[src/hdl/mult_pkg.sv]
package mult_pkg;

    // operand and product sizes.
    localparam int OPERAND_WIDTH = 8;
    localparam int PRODUCT_WIDTH = 2 * OPERAND_WIDTH;

    // counter runs 0 .. OPERAND_WIDTH, so it needs one bit more than log2.
    localparam int COUNT_WIDTH = 4;

    // sequencer states.
    typedef enum logic [1:0]
    {
        IDLE, // waiting for operands.
        CALC, // iterating.
        WAIT  // result held until taken.
    } ctrl_state_t;

endpackage

[src/hdl/mult_control.sv]
`timescale 1ns/100ps

module mult_control (
    input  logic clk,
    input  logic rst,

    input  logic done,
    input  logic src_valid,
    input  logic dd_ready,
    input  logic temp,

    output logic selc_A,
    output logic enable_count,
    output logic enable_registers,
    output logic src_ready,
    output logic dd_valid
);

    import mult_pkg::*;

    ctrl_state_t state;
    ctrl_state_t next_state;

    // outputs decoded from the registered state and the inputs.
    always_comb
    begin
        case (state)
            IDLE:
            begin
                src_ready    = 1'b1;
                dd_valid     = 1'b0;
                enable_count = 1'b0;
                selc_A       = 1'b0;
                if (src_valid)
                begin
                    enable_registers = 1'b1; // operands taken at this edge.
                    next_state       = CALC;
                end
                else
                begin
                    enable_registers = 1'b0;
                    next_state       = IDLE;
                end
            end

            CALC:
            begin
                src_ready        = 1'b0;
                dd_valid         = 1'b0;
                enable_registers = 1'b0;
                if (done)
                begin
                    enable_count = 1'b0;
                    selc_A       = 1'b0;
                    next_state   = WAIT;
                end
                else
                begin
                    enable_count = 1'b1;
                    selc_A       = temp; // add only on a set multiplier bit.
                    next_state   = CALC;
                end
            end

            WAIT:
            begin
                src_ready        = 1'b0;
                dd_valid         = 1'b1;
                enable_registers = 1'b0;
                enable_count     = 1'b0;
                selc_A           = 1'b0;
                if (dd_ready)
                begin
                    next_state = IDLE; // result taken.
                end
                else
                begin
                    next_state = WAIT;
                end
            end

            default:
            begin
                src_ready        = 1'b0;
                dd_valid         = 1'b0;
                enable_registers = 1'b0;
                enable_count     = 1'b0;
                selc_A           = 1'b0;
                next_state       = IDLE;
            end
        endcase
    end

    always_ff @(posedge clk or posedge rst)
    begin
        if (rst)
        begin
            state <= IDLE;
        end
        else
        begin
            state <= next_state;
        end
    end

    // one multiplication in flight: no new operands while a result is offered.
    a_no_accept_while_pending : assert property (
        @(posedge clk) disable iff (rst)
        !(dd_valid && src_ready)
    )
    else
        $error("src_ready and dd_valid high together");

endmodule

[src/hdl/shift_add_datapath.sv]
`timescale 1ns/100ps

module shift_add_datapath (
    input  logic                               clk,
    input  logic                               rst,

    input  logic [mult_pkg::OPERAND_WIDTH-1:0] a,
    input  logic [mult_pkg::OPERAND_WIDTH-1:0] b,

    input  logic                               enable_registers,
    input  logic                               enable_count,
    input  logic                               selc_A,

    output logic                               temp,
    output logic                               done,
    output logic [mult_pkg::PRODUCT_WIDTH-1:0] product
);

    import mult_pkg::*;

    logic [PRODUCT_WIDTH-1:0] multiplicand_reg;
    logic [OPERAND_WIDTH-1:0] multiplier_reg;
    logic [PRODUCT_WIDTH-1:0] accumulator;
    logic [PRODUCT_WIDTH-1:0] add_term;
    logic [COUNT_WIDTH-1:0]   count;

    // multiplicand, widened to product size and shifted left each step.
    always_ff @(posedge clk or posedge rst)
    begin
        if (rst)
        begin
            multiplicand_reg <= '0;
        end
        else if (enable_registers)
        begin
            multiplicand_reg <= {{(PRODUCT_WIDTH - OPERAND_WIDTH){1'b0}}, a};
        end
        else if (enable_count)
        begin
            multiplicand_reg <= {multiplicand_reg[PRODUCT_WIDTH-2:0], 1'b0};
        end
    end

    // multiplier, shifted right so bit 0 is always the current bit.
    always_ff @(posedge clk or posedge rst)
    begin
        if (rst)
        begin
            multiplier_reg <= '0;
        end
        else if (enable_registers)
        begin
            multiplier_reg <= b;
        end
        else if (enable_count)
        begin
            multiplier_reg <= {1'b0, multiplier_reg[OPERAND_WIDTH-1:1]};
        end
    end

    assign add_term = selc_A ? multiplicand_reg : '0;

    // partial product sum.
    always_ff @(posedge clk or posedge rst)
    begin
        if (rst)
        begin
            accumulator <= '0;
        end
        else if (enable_registers)
        begin
            accumulator <= '0; // fresh sum for new operands.
        end
        else if (enable_count)
        begin
            accumulator <= accumulator + add_term;
        end
    end

    // iteration counter.
    always_ff @(posedge clk or posedge rst)
    begin
        if (rst)
        begin
            count <= '0;
        end
        else if (enable_registers)
        begin
            count <= '0;
        end
        else if (enable_count)
        begin
            count <= count + 1'b1;
        end
    end

    assign temp    = multiplier_reg[0];
    assign done    = (count == COUNT_WIDTH'(OPERAND_WIDTH));
    assign product = accumulator;

    // the sequencer must stop stepping once done is reported.
    a_count_bounded : assert property (
        @(posedge clk) disable iff (rst)
        count <= COUNT_WIDTH'(OPERAND_WIDTH)
    )
    else
        $error("iteration counter ran past OPERAND_WIDTH: %0d", count);

endmodule

[src/hdl/mult_top.sv]
`timescale 1ns/100ps

module mult_top (
    input  logic                               clk,
    input  logic                               rst,

    // source side.
    input  logic                               src_valid,
    input  logic [mult_pkg::OPERAND_WIDTH-1:0] a,
    input  logic [mult_pkg::OPERAND_WIDTH-1:0] b,
    output logic                               src_ready,

    // destination side.
    input  logic                               dd_ready,
    output logic                               dd_valid,
    output logic [mult_pkg::PRODUCT_WIDTH-1:0] product
);

    // sequencer to datapath.
    logic enable_registers;
    logic enable_count;
    logic selc_A;

    // datapath to sequencer.
    logic temp;
    logic done;

    mult_control i_control (
        .clk              (clk),
        .rst              (rst),
        .done             (done),
        .src_valid        (src_valid),
        .dd_ready         (dd_ready),
        .temp             (temp),
        .selc_A           (selc_A),
        .enable_count     (enable_count),
        .enable_registers (enable_registers),
        .src_ready        (src_ready),
        .dd_valid         (dd_valid)
    );

    shift_add_datapath i_datapath (
        .clk              (clk),
        .rst              (rst),
        .a                (a),
        .b                (b),
        .enable_registers (enable_registers),
        .enable_count     (enable_count),
        .selc_A           (selc_A),
        .temp             (temp),
        .done             (done),
        .product          (product)
    );

endmodule

[config.mk]
export PLATFORM = sky130hd
export DESIGN_NAME = mult_top
export DESIGN_NICKNAME = d
export VERILOG_FILES = /design/src/hdl/mult_pkg.sv /design/src/hdl/mult_control.sv /design/src/hdl/shift_add_datapath.sv /design/src/hdl/mult_top.sv
export SDC_FILE = /design/constraint.sdc
export NUM_CORES = 1
export LEC_CHECK = 0
export ABC_AREA = 0
export BUFFER_PORTS_ARGS = -buffer_cell sky130_fd_sc_hd__buf_2
export CAP_MARGIN = 5
export CORE_MARGIN = 4
export CORE_UTILIZATION = 48
export DETAILED_ROUTE_END_ITERATION = 6
export PLACE_DENSITY = 0.82
export SLEW_MARGIN = 5
export SYNTH_ARGS = -nofsm -noshare
export SYNTH_HDL_FRONTEND = slang
export SYNTH_SLANG_ARGS = --single-unit
export TNS_END_PERCENT = 1
[constraint.sdc]
create_clock -name clk -period 3.4 [get_ports clk]
set_input_delay 0.34 -clock clk [delete_from_list [all_inputs] [get_ports clk]]
set_output_delay 0.34 -clock clk [all_outputs]
set_load 0.01 [all_outputs]
-- Word-level counts from Yosys, hierarchy flattened
Index checks and enable logic that the tools add are counted.
- register bits: 46
- latch bits: 0
- bits in writable memories: 0
- memory bits (read-only): 0
- input port bits: 20
- output and inout port bits: 18
- logic and storage cells: 33
- memories: 0
- $add $sub $neg: 2
- multipliers: 0
- div/mod/pow operators: 0
- order comparisons: 0
- eq/ne operators: 3
- shift-type cells: 0
- multiplexer cells: 21
- bitwise operators: 0
- reduce and logical (&&, ||, !) cells: 2
- operator list (cell ; count):
    $mux W16 ; 5
    $add A16 B16 Y16 ; 1
    $mux W8 ; 2
    $mux W1 ; 9
    $mux W4 ; 2
    $pmux W2 S3 ; 1
    $add A4 B1 Y4 const B ; 1
    $eq A4 B4 Y1 const B ; 1
    $mux W2 ; 2
    $eq A2 B1 Y1 const B ; 1
    $eq A2 B2 Y1 const B ; 1
    $logic_not A2 Y1 ; 1
    $reduce_bool A2 Y1 ; 1

-- Logic depth before layout (Yosys ltp)
Gate-level depths: netlist of the first run.
- depth after elaboration: 7
- gate-level depth with buffers: 17
- gate-level depth less buffers: 15

-- Hierarchy
Synthesis of the first run repeated with hierarchy kept, for this count alone.
- cells, all modules: 300
- area, all modules: 2846.5 um^2
- by module, submodules not included (module ; times used ; cells an instance ; area an instance (um^2) ; sequential area each (um^2)):
    shift_add_datapath ; 1 ; 286 ; 2716.4 ; 1101.1
    mult_control ; 1 ; 14 ; 130.1 ; 50.0

-- Least setup slack after synthesis of the first run
No wires, ideal clock.
- path kind: register to register
- start point: register i_datapath.count[0]
- end point: register i_datapath.accumulator[12], in the netlist i_datapath.product[12]
- library setup time: 0.132 ns
- data arrival time: 2.996 ns
- required time: 3.268 ns
- setup slack: 0.272 ns
- stages on the path, launching flop included: 16
- buffers on the path: 2
- period minus slack after synthesis: 3.128 ns
- cell sequence: dfrtp_1 > inv_1 > ha_1 > nand3b_1 > nor2b_1 > clkbuf_1 > clkbuf_1 > and3_1 > ha_1 > nor2b_1 > o31a_1 > o2111ai_1 > nand2_1 > a311oi_1 > xor2_1 > o21ai_1
- longest elaborated chain between the ends: 7
- elaborated cells between the ends (all ways): 10
- those cells by class: add/sub (1); eq/ne (1); mux (7); reduce/logical (1)
- RTL lines (item ; RTL line ; RTL):
    start: declaration ; shift_add_datapath.sv:25 ; logic [COUNT_WIDTH-1:0] count;
    start signal: assignment ; shift_add_datapath.sv:93 ; count <= count + 1'b1;
    $eq A4 B4 Y1 * ; shift_add_datapath.sv:98 ; assign done = (count == COUNT_WIDTH'(OPERAND_WIDTH));
    $mux W1 ; mult_control.sv:51 ; if (done)
    $mux W1 ; mult_control.sv:27 ; case (state)
    $mux W16 ; shift_add_datapath.sv:61 ; assign add_term = selc_A ? multiplicand_reg : '0;
    $add A16 B16 Y16 ; shift_add_datapath.sv:76 ; accumulator <= accumulator + add_term;
    $mux W16 ; shift_add_datapath.sv:74 ; else if (enable_count)
    $mux W16 ; shift_add_datapath.sv:70 ; else if (enable_registers)
    end signal: assignment ; shift_add_datapath.sv:76 ;
    end: declaration ; shift_add_datapath.sv:23 ; logic [PRODUCT_WIDTH-1:0] accumulator;
Every way passes the cells marked *; elsewhere a longest branch is shown, timed or not. The select of a mux whose other input is x is not followed.
A chain may end at the register's enable or synchronous reset.

-- Worst setup path in the final report of the first run
Ends and elaborated chain as after synthesis.

==> impl_metrics.py, run 1 <==
metrics = {
    "run_status": {
        "status": "complete, no violations",
    },
    "worst_setup_path": {
        "crit_path_start_kind": "flop",
        "path_class": "reg2reg",
        "path_buf_inv": 3,
        "endpoint_kind": "flop",
        "critPathSlowestCell": "dfrtp_1",
        "cp_top_family": "compound AO/OA/AOI/OAI gates",
        "crit_fanout": 7,
        "max_stage_delay_ns": 0.44,
        "crit_required_ns": 3.56,
        "crit_path_cell_trace": "inv_1 -> ha_1 -> nand3b_1 -> nor2b_4 -> buf_4 -> and3_1 -> ha_1 -> inv_1 -> fa_1 -> nor2b_1 -> o31a_1 -> o2111ai_1 -> nand2_1 -> a311oi_2 -> xor2_1 -> o21ai_1",
        "critPathArrivalTime_ns": 3.34,
    },
    "logic_synthesis": {
        "synth_most_common_cell": "nand2_1",
        "yosysSeqAreaShare_pct": 42.6,
        "synth_area_um2": 2700,
        "synth_top_family_by_area": "simple AND/OR/NAND/NOR gates",
        "synth-simple-area-share_pct": 23.2,
        "synth-compound-area-share_pct": 17.2,
        "synthCells": 313,
        "async_flop_share_pct": 100,
        "syn_nets": 351,
        "yosys-top-cells-area": "dfrtp_1 43%, nand2_1 8.3%, ha_1 7.9%, nand3_1 4.8%, and3_1 3.5%",
        "synth_commonest_cells": "60 x nand2_1, 46 x dfrtp_1, 26 x nand3_1",
        "synthXorXnorAreaFrac_pct": 4.87,
        "yosysUniqueCellTypes": 37,
        "synth_ff_type": "dfrtp_1",
        "synth_fa_ha_area_share_pct": 8.62,
        "yosys_warnings": 0,
        "avgSynthCellArea_um2": 8.63,
        "synth_edf_count": 0,
        "synth_top_cell_area_share_pct": 42.6,
        "synth_seq_cells": 46,
        "synth_area_leader_cell": "dfrtp_1",
        "synth_mux_area_share_pct": 0,
    },
    "clocking": {
        "h-tree-depth": 2,
        "cts_max_path_buffers": 2,
        "clock_latency_ns": 0.31,
        "tritoncts": "built",
        "cts_sinks": 46,
        "clk_pin_slew_ns": 0.09,
        "cts-hold-fix-buffers": 0,
        "numCtsBuffers": 5,
        "cts-root-buf": "clkbuf_8",
    },
    "routing": {
        "post_drt_wl_per_cell_um": 14.4,
        "viasPerCell": 5.62,
        "drt_iter0_drc": 131,
        "ant_nets": 0,
        "drt_wl_total_um": 6050,
        "firstDrtPassIters": 4,
        "vias": 2366,
        "drc": 0,
    },
    "global_route": {
        "grt.total_usage_pct": 18.1,
        "grt_pass1_wl_um": 10400,
        "grt_max_degree": 47,
        "antenna_found_initial": 0,
        "overflow": 0,
        "grt_pass1_vias": 2204,
    },
    "min_path": {
        "hold_class": "in2reg",
    },
    "sta": {
        "slew_viol_final": 0,
        "rsz0062_at_grt": "false",
        "hold_viol_final": 0,
        "setup_violations": 0,
        "tightest_slew_ns": 1.07,
        "skew_ns": 0.00529,
        "min_period_ns": 3.17,
        "fmax_mhz": 315,
        "slew_headroom_pct": 28.8,
        "fin_crit_sh_pct": 93.4,
        "finalSetupTns_ns": 0,
    },
    "floorplanning": {
        "ios": 38,
        "start_util_pct": 49.3,
        "core_um2": 5470,
        "num_rows": 27,
        "fp.dieW_um": 83,
        "die_h_um": 83,
        "dieArea_um2": 6890,
    },
    "run": {
        "cap_violations": 0,
    },
    "place": {
        "dpl_cell_area_um2": 2950,
        "detailed_place_hpwl_um": 4290,
        "portBuffers": 37,
        "gp_congestion": 0.881,
    },
    "cells_and_area": {
        "syn_to_final_growth_pct": 14.0,
        "nets": 386,
        "drive_above_1_share_pct": 17.5,
        "n_antenna_cell": 0,
        "fin_area_um2": 3080,
    },
    "power_and_ir_drop": {
        "leakagePower_uw": 0.00156,
        "peakVddDrop_uv": 467,
        "p_per_area_nw_per_um2": 924,
    },
}
[power breakdown]
| part | internal [uW] | leakage, uW | switching [uW] | total (uW) |
|---|---|---|---|---|
| clock | 145 | 0.0000441 | 202 | 346 |
| combinational | 638 | 0.000937 | 881 | 1520 |
| sequential | 788 | 0.000584 | 192 | 980 |
| total | 1570 | 0.00156 | 1270 | 2840 |
[final timing paths]
kind,startpoint,end,slack (ns),cells after the start
worst min register to register,i_datapath.multiplicand_reg[9],i_datapath.multiplicand_reg[10],0.50,2
worst max register to register,i_datapath.count[0],i_datapath.product[12],0.23,16
max in group asynchronous,rst,i_datapath.product[3],2.57,2
min in group asynchronous,rst,i_datapath.multiplier_reg[1],0.24,2
worst min-delay path,a[0],i_datapath.multiplicand_reg[0],0.23,3
worst max-delay path,i_datapath.count[0],i_datapath.product[12],0.23,16
[cells in the final DEF (no fill, tap or decap), types with 2 or more instances in the layout]
cell type | netlist | layout
ha_1 | 17 | 17
nor3_1 | 3 | 3
nand3_1 | 26 | 26
inv_2 | 1 | 2
nor2_1 | 17 | 17
a21oi_1 | 11 | 11
a31oi_1 | 11 | 11
o21a_1 | 4 | 4
dfrtp_1 | 46 | 46
a21o_1 | 5 | 5
and3_1 | 15 | 15
o21ai_0 | 4 | 4
nand2b_1 | 5 | 5
a22oi_1 | 6 | 6
a211oi_1 | 5 | 5
clkbuf_8 | 0 | 5
nand2_1 | 60 | 60
nor2b_1 | 4 | 3
o21ai_1 | 17 | 17
xor2_1 | 8 | 8
nand4_1 | 2 | 2
xnor2_1 | 7 | 7
inv_1 | 6 | 5
buf_2 | 0 | 37
buf_4 | 0 | 9
o211ai_1 | 2 | 2
[stage by stage]
stage | hold slack, ns | total power [uW] | setup slack, ns | util, % | cells
after floorplan | 0.445 | 2070 | 0.272 | - | 313
after global placement | 0.476 | 2390 | 0.246 | 53.9 | 409
after detailed placement | 0.482 | 2450 | 0.145 | 53.9 | 409
after CTS | 0.222 | 2810 | 0.105 | 55.5 | 417
after global routing | 0.229 | 3120 | 0.00712 | 56.3 | 421
final | 0.227 | 2840 | 0.225 | 56.3 | 421
[layer usage]
metal / global-route usage (%) / routed length (um)
met5: 0 / 0
met3: 3.57 / 305
met1: 24.6 / 2750
met2: 28.1 / 2850
met4: 8.02 / 150
[cells by family (layout without fill, tap and decap cells)]
group	after synthesis	in the layout
adders and majority gates	18	18
AOI/OAI and AO/OA	73	73
xor gates and xnor gates	15	15
buffers and inverters	25	61
and+or+nand+nor	136	136
DFF	46	46
[repair_timing]
action	4_1_cts	5_1_grt
setup endpoints to repair	0	3
resized for setup	0	2
buffers inserted	0	4
[cell type report]
type,instances,area [um2]
Clock buffer,5,68.8
Clock inverter,3,21.3
Fill cell,527,2390
Inverter,7,26.3
Multi-Input combinational cell,242,1470
Sequential cell,46,1150
Tap cell,72,90.1
Timing Repair Buffer,46,253
[worst min-delay path, delay by kind of cell]
family                 cells  cell delay, ns
buffers and inverters      1            0.08
and+or+nand+nor            2            0.08
(Power assumes the default switching activity.)
==> run 2: changes to the inputs <==
--- a/config.mk
+++ b/config.mk
@@ -14,3 +14,4 @@
 export PLACE_DENSITY = 0.82
-export SLEW_MARGIN = 5
+export RECOVER_POWER = 100
+export SLEW_MARGIN = 10
 export SYNTH_ARGS = -nofsm -noshare
--- a/constraint.sdc
+++ b/constraint.sdc
@@ -3,2 +3,2 @@
 set_output_delay 0.34 -clock clk [all_outputs]
-set_load 0.01 [all_outputs]
+set_load 0.1 [all_outputs]
==> run 2 against run 1 <==
Net effect:
- the flow now finishes with violations (capacitance limit, slew limit)
- clock skew down 0.0023 ns
- non-clock buffer count did not move
- register-to-register slack hardly changed
- first-iteration DRC count fell by 4.6%
- worst setup slack improved by 0.0043 ns
==> impl_metrics.py, run 2 (synthesis results as in run 1) <==
metrics = {
    "run": {
        "cap_violations": 1,
    },
    "floorplanning": {
        "dieArea_um2": 6890,
        "num_rows": 27,
        "start_util_pct": 49.3,
        "ios": 38,
        "die_h_um": 83,
        "fp.dieW_um": 83,
        "core_um2": 5470,
    },
    "global_route": {
        "grt_pass1_wl_um": 10400,
        "overflow": 0,
        "antenna_found_initial": 0,
        "grt.total_usage_pct": 18.1,
        "grt_max_degree": 47,
        "grt_pass1_vias": 2204,
    },
    "worst_setup_path": {
        "crit_fanout": 7,
        "critPathArrivalTime_ns": 3.33,
        "reg2reg_depth": 16,
        "max_stage_delay_ns": 0.44,
        "crit_required_ns": 3.56,
        "endpoint_kind": "flop",
        "path_class": "reg2reg",
        "critPathSlowestCell": "dfrtp_1",
        "crit_path_start_kind": "flop",
        "crit_path_cell_trace": "inv_1 -> ha_1 -> nand3b_1 -> nor2b_4 -> buf_4 -> and3_1 -> ha_1 -> inv_1 -> fa_1 -> nor2b_1 -> o31a_1 -> o2111ai_1 -> nand2_1 -> a311oi_2 -> xor2_1 -> o21ai_1",
    },
    "sta": {
        "fmax_mhz": 315,
        "min_period_ns": 3.17,
        "finalSetupTns_ns": 0,
        "rsz0062_at_grt": "false",
        "hold_viol_final": 0,
        "slew_headroom_pct": -14.4,
        "fin_crit_sh_pct": 93.2,
        "skew_ns": 0.00302,
        "setup_violations": 0,
        "tightest_slew_ns": 1.71,
        "slew_viol_final": 47,
    },
    "clocking": {
        "clk_pin_slew_ns": 0.09,
        "cts-root-buf": "clkbuf_8",
        "cts_sinks": 46,
        "numCtsBuffers": 5,
        "cts_max_path_buffers": 2,
        "cts-hold-fix-buffers": 0,
        "clock_latency_ns": 0.31,
        "h-tree-depth": 2,
        "tritoncts": "built",
    },
    "cells_and_area": {
        "drive_above_1_share_pct": 11.2,
        "n_antenna_cell": 0,
        "final_util_pct": 55.6,
        "final_common_cell": "nand2_1",
        "final_cell_mix": "60 x nand2_1, 46 x dfrtp_1, 26 x nand3_1",
        "num-fill-cells": 540,
        "nets": 386,
        "syn_to_final_growth_pct": 12.7,
    },
    "min_path": {
        "whs_path_depth": 3,
        "hold_class": "in2reg",
    },
    "routing": {
        "drt_wl_total_um": 6060,
        "drc": 0,
        "drt_iter0_drc": 125,
        "vias": 2376,
        "viasPerCell": 5.64,
        "post_drt_wl_per_cell_um": 14.4,
        "ant_nets": 0,
        "firstDrtPassIters": 4,
    },
    "place": {
        "portBuffers": 37,
        "detailed_place_hpwl_um": 4290,
        "gp_congestion": 0.881,
    },
    "run_status": {
        "violations": "capacitance limit, slew limit",
        "status": "finished with violations",
    },
}
run 2: cell types whose count changed in the layout (fill, tap and decap cells not counted), moves of 4 or more:
cell / change
o21ai_1: -10
clkbuf_1: +20
o21ai_0: +10
buf_4: -4
buf_2: -18
run 2: final cells by class:
| class | count | area [um2] | area share, % |
|---|---|---|---|
| Multi-Input combinational cell | 242 | 1470 | 48.1 |
| Sequential cell | 46 | 1150 | 37.8 |
| Timing Repair Buffer | 46 | 220 | 7.24 |
| Tap cell | 72 | 90.1 | 2.96 |
| Clock buffer | 5 | 68.8 | 2.26 |
| Inverter | 7 | 26.3 | 0.863 |
| Clock inverter | 3 | 21.3 | 0.699 |
run 2: what timing repair did:
item,4_1_cts,5_1_grt
gates resized for setup,0,2
endpoints found under the setup margin,0,3
buffers inserted,0,4
run 2: critical path, delay by kind of cell (launching register included):
family,cells,cell delay (ns)
AO/OA/AOI/OAI,4,0.86
XOR/XNOR,1,0.18
adder cells (fa/ha/maj),3,0.56
buffers and inverters,3,0.32
flip-flops,1,0.44
AND/OR/NAND/NOR,5,0.67
run 2: path summary, 6_finish.rpt:
kind | from | end | slack (ns)
min | a[0] | i_datapath.multiplicand_reg[0] | 0.23
max | i_datapath.count[0] | i_datapath.product[12] | 0.23
min reg2reg | i_datapath.multiplicand_reg[13] | i_datapath.multiplicand_reg[14] | 0.50
max reg2reg | i_datapath.count[0] | i_datapath.product[12] | 0.23
min in group asynchronous | rst | i_datapath.multiplier_reg[1] | 0.55
max in group asynchronous | rst | i_datapath.product[3] | 1.85
run 2: through the flow:
step	area, um2	setup slack (ns)	std cells	hold WS, ns
2_1_floorplan	2700	0.272	313	0.445
3_3_place_gp	2950	0.246	409	0.476
3_5_place_dp	2950	0.145	409	0.482
4_1_cts	3040	0.105	417	0.222
5_1_grt	3040	0.0147	421	0.229
6_report	3040	0.230	421	0.229
run 2: per-layer routing:
metal	part of all wire (%)	up-vias	GRT usage, %
li1	-	1167	-
met1	44	1106	24.6
met2	48	87	28.1
met3	6.0	16	3.57
met4	2.5	0	8.02
met5	0	-	0
Power of run 2 is left out: the tool's default activity adds up to more than one toggle a clock period on the data nets, which glitch-free logic cannot reach.
==> run 3: changes to the inputs <==
Settings changed: ABC_AREA 0 to 1.
==> run 3 against run 2 <==
Net effect:
- the flow still finishes with violations (capacitance limit, slew limit)
- non-clock buffer count fell by 9
- register-to-register slack improved by 0.29 ns
- worst setup slack better by 0.29 ns
- critical path type unchanged
- critical endpoint unchanged
- largest cell class unchanged
==> impl_metrics.py, run 3 <==
metrics = {
    "logic_synthesis": {
        "synthXorXnorAreaFrac_pct": 0.289,
        "synth_top_family_by_area": "simple AND/OR/NAND/NOR gates",
        "synth_area_leader_cell": "dfrtp_1",
        "yosys_warnings": 0,
        "synthCells": 396,
        "synth_most_common_cell": "nand2_1",
        "synth_top_cell_area_share_pct": 38.0,
        "synth_mux_area_share_pct": 0,
        "yosysSeqAreaShare_pct": 38.0,
        "yosysUniqueCellTypes": 35,
        "async_flop_share_pct": 100,
        "synth_fa_ha_area_share_pct": 7.69,
        "synth_seq_cells": 46,
        "synth_ff_type": "dfrtp_1",
        "synth-compound-area-share_pct": 11.9,
        "synth_commonest_cells": "119 x nand2_1, 63 x inv_1, 46 x dfrtp_1",
        "synth_edf_count": 0,
        "synth_area_um2": 3030,
        "yosys-top-cells-area": "dfrtp_1 38%, nand2_1 15%, inv_1 7.8%, ha_1 7.0%, nand3_1 5.3%",
        "syn_nets": 434,
        "avgSynthCellArea_um2": 7.64,
        "synth-simple-area-share_pct": 30.1,
    },
    "global_route": {
        "grt_pass1_wl_um": 11600,
        "grt.total_usage_pct": 19.1,
        "overflow": 0,
        "grt_max_degree": 47,
        "grt_pass1_vias": 2531,
        "antenna_found_initial": 0,
    },
    "floorplanning": {
        "ios": 38,
        "core_um2": 6030,
        "die_h_um": 87.4,
        "num_rows": 28,
        "fp.dieW_um": 87.4,
        "start_util_pct": 50.2,
        "dieArea_um2": 7640,
    },
    "sta": {
        "slew_viol_final": 47,
        "skew_ns": 0.0103,
        "fin_crit_sh_pct": 84.7,
        "tightest_slew_ns": 1.78,
        "slew_headroom_pct": -18.7,
        "fmax_mhz": 347,
        "rsz0062_at_grt": "false",
        "min_period_ns": 2.88,
        "finalSetupTns_ns": 0,
        "setup_ws_ns": 0.522,
        "hold_viol_final": 0,
        "setup_violations": 0,
    },
    "worst_setup_path": {
        "reg2reg_depth": 18,
        "crit_fanout": 18,
        "rrSetupSlack_ns": 0.52,
        "crit_path_start_kind": "flop",
        "crit_required_ns": 3.59,
        "critPathArrivalTime_ns": 3.07,
        "r2r_end": "i_datapath.product[12]",
        "r2r-start": "i_datapath.count[0]",
        "path_class": "reg2reg",
        "endpoint_kind": "flop",
    },
    "place": {
        "post-place-ws_ns": 0.615,
        "dpl_cell_area_um2": 3210,
        "detailed_place_hpwl_um": 5010,
        "portBuffers": 37,
        "gp_congestion": 0.944,
    },
    "routing": {
        "viasPerCell": 5.26,
        "drt_iter0_drc": 108,
        "drc": 0,
        "firstDrtPassIters": 4,
        "drt_wl_total_um": 6720,
        "vias": 2669,
        "ant_nets": 0,
        "post_drt_wl_per_cell_um": 13.2,
    },
    "power_and_ir_drop": {
        "leakagePower_uw": 0.00173,
        "seqPwrFrac_pct": 29.1,
        "peakVddDrop_uv": 570,
        "switching_share_pct": 55.2,
        "comb_power_share_pct": 57.2,
        "p_switching_uw": 1720,
        "p_per_area_nw_per_um2": 957,
        "internal_power_uw": 1390,
        "pwr-share-clk_pct": 13.7,
    },
    "clocking": {
        "clk_pin_slew_ns": 0.10,
        "cts-root-buf": "clkbuf_8",
        "cts_max_path_buffers": 2,
        "tritoncts": "built",
        "cts_resized": 0,
        "cts_sinks": 46,
        "numCtsBuffers": 5,
        "cts-hold-fix-buffers": 0,
        "clock_latency_ns": 0.30,
        "h-tree-depth": 2,
        "cts_setup_buffers": 0,
    },
    "cells_and_area": {
        "final_util_pct": 53.9,
        "num-fill-cells": 594,
        "fin_area_um2": 3250,
        "nets": 469,
        "final_cell_mix": "121 x nand2_1, 63 x inv_1, 46 x dfrtp_1",
        "final_common_cell": "nand2_1",
        "n_antenna_cell": 0,
        "syn_to_final_growth_pct": 7.23,
        "drive_above_1_share_pct": 11.6,
    },
    "run_status": {
        "status": "finished with violations",
        "violations": "capacitance limit, slew limit",
    },
    "min_path": {
        "hold_path.startpoint": "b[0]",
        "whs_path_depth": 3,
        "hold_end": "i_datapath.multiplier_reg[0]",
        "hold_class": "in2reg",
    },
    "run": {
        "cap_violations": 1,
    },
}
-- run 3: cell types whose count changed after synthesis, sizes merged, moves of 9 or more --
cell,change
nor2,+15
nand2,+63
and3,-15
o221ai,+9
buf,+9
a31oi,-11
inv,+62
clkbuf,-18
-- run 3: worst max path at each step --
stage	from	to	slack, ns	cells after the start
2_1_floorplan	i_datapath.count[0]	i_datapath.product[12]	0.93	19
3_3_place_gp	i_datapath.count[0]	i_datapath.product[12]	0.76	18
3_5_place_dp	i_datapath.count[0]	i_datapath.product[12]	0.61	18
4_1_cts	i_datapath.count[0]	i_datapath.product[12]	0.59	18
5_1_grt	i_datapath.count[0]	i_datapath.product[8]	0.23	17
6_report	i_datapath.count[0]	i_datapath.product[12]	0.52	18
-- run 3: power groups by stage --
stage / clock network (uW) / registers [uW] / logic, uW
floorplan: 0 / 1380 / 1150
global placement: 0 / 907 / 1830
detailed placement: 0 / 916 / 1870
CTS: 435 / 904 / 1880
global route: 463 / 931 / 1950
finish: 424 / 906 / 1780
-- run 3: per-stage QoR --
| step | hold WS (ns) | std cells | power [uW] |
|---|---|---|---|
| final | 0.243 | 507 | 3110 |
| after CTS | 0.236 | 507 | 3210 |
| after global routing | 0.235 | 507 | 3350 |
| after floorplan | 0.448 | 396 | 2520 |
| after detailed placement | 0.490 | 499 | 2790 |
| after global placement | 0.475 | 499 | 2730 |
-- run 3: cells by family (layout without fill, tap and decap cells) --
kind of cell / after synthesis / count (layout)
AND/OR/NAND/NOR: 201 / 201
AO/OA/AOI/OAI: 52 / 52
adder cells (fa/ha/maj): 18 / 18
flip-flops: 46 / 46
buffers and inverters: 78 / 114
XOR/XNOR: 1 / 1
-- run 3: worst max-delay path, cell delays in order, from the launching register on --
cell,delay (ns)
dfrtp_1,0.38
inv_1,0.08
ha_1,0.19
nand3_1,0.17
nand2_4,0.19
nor2_4,0.14
inv_2,0.14
nor2_1,0.12
ha_1,0.17
inv_1,0.05
fa_1,0.38
inv_1,0.11
nand3_1,0.08
nand3_1,0.15
nand3_1,0.12
nand3_1,0.11
nand2_1,0.05
nand3_1,0.06
nand2_1,0.07
-- run 3: cell type report --
| class | count | area [um2] | share of cell area [%] |
|---|---|---|---|
| inverters | 69 | 263 | 8.10 |
| well taps | 75 | 93.8 | 2.89 |
| flip-flops and latches | 46 | 1150 | 35.5 |
| clock buffers | 5 | 68.8 | 2.12 |
| repair buffers | 37 | 163 | 5.01 |
| clock inverters | 3 | 43.8 | 1.35 |
| multi-input cells | 272 | 1460 | 45.1 |
-- run 3: routing by layer --
layer / track usage, % / vias to the layer above / routed length, um
met1: 26.8 / 1251 / 3150
met4: 5.30 / 0 / 100
met2: 30.3 / 73 / 3070
met5: 0 / - / 0
met3: 3.41 / 11 / 396
li1: - / 1334 / -
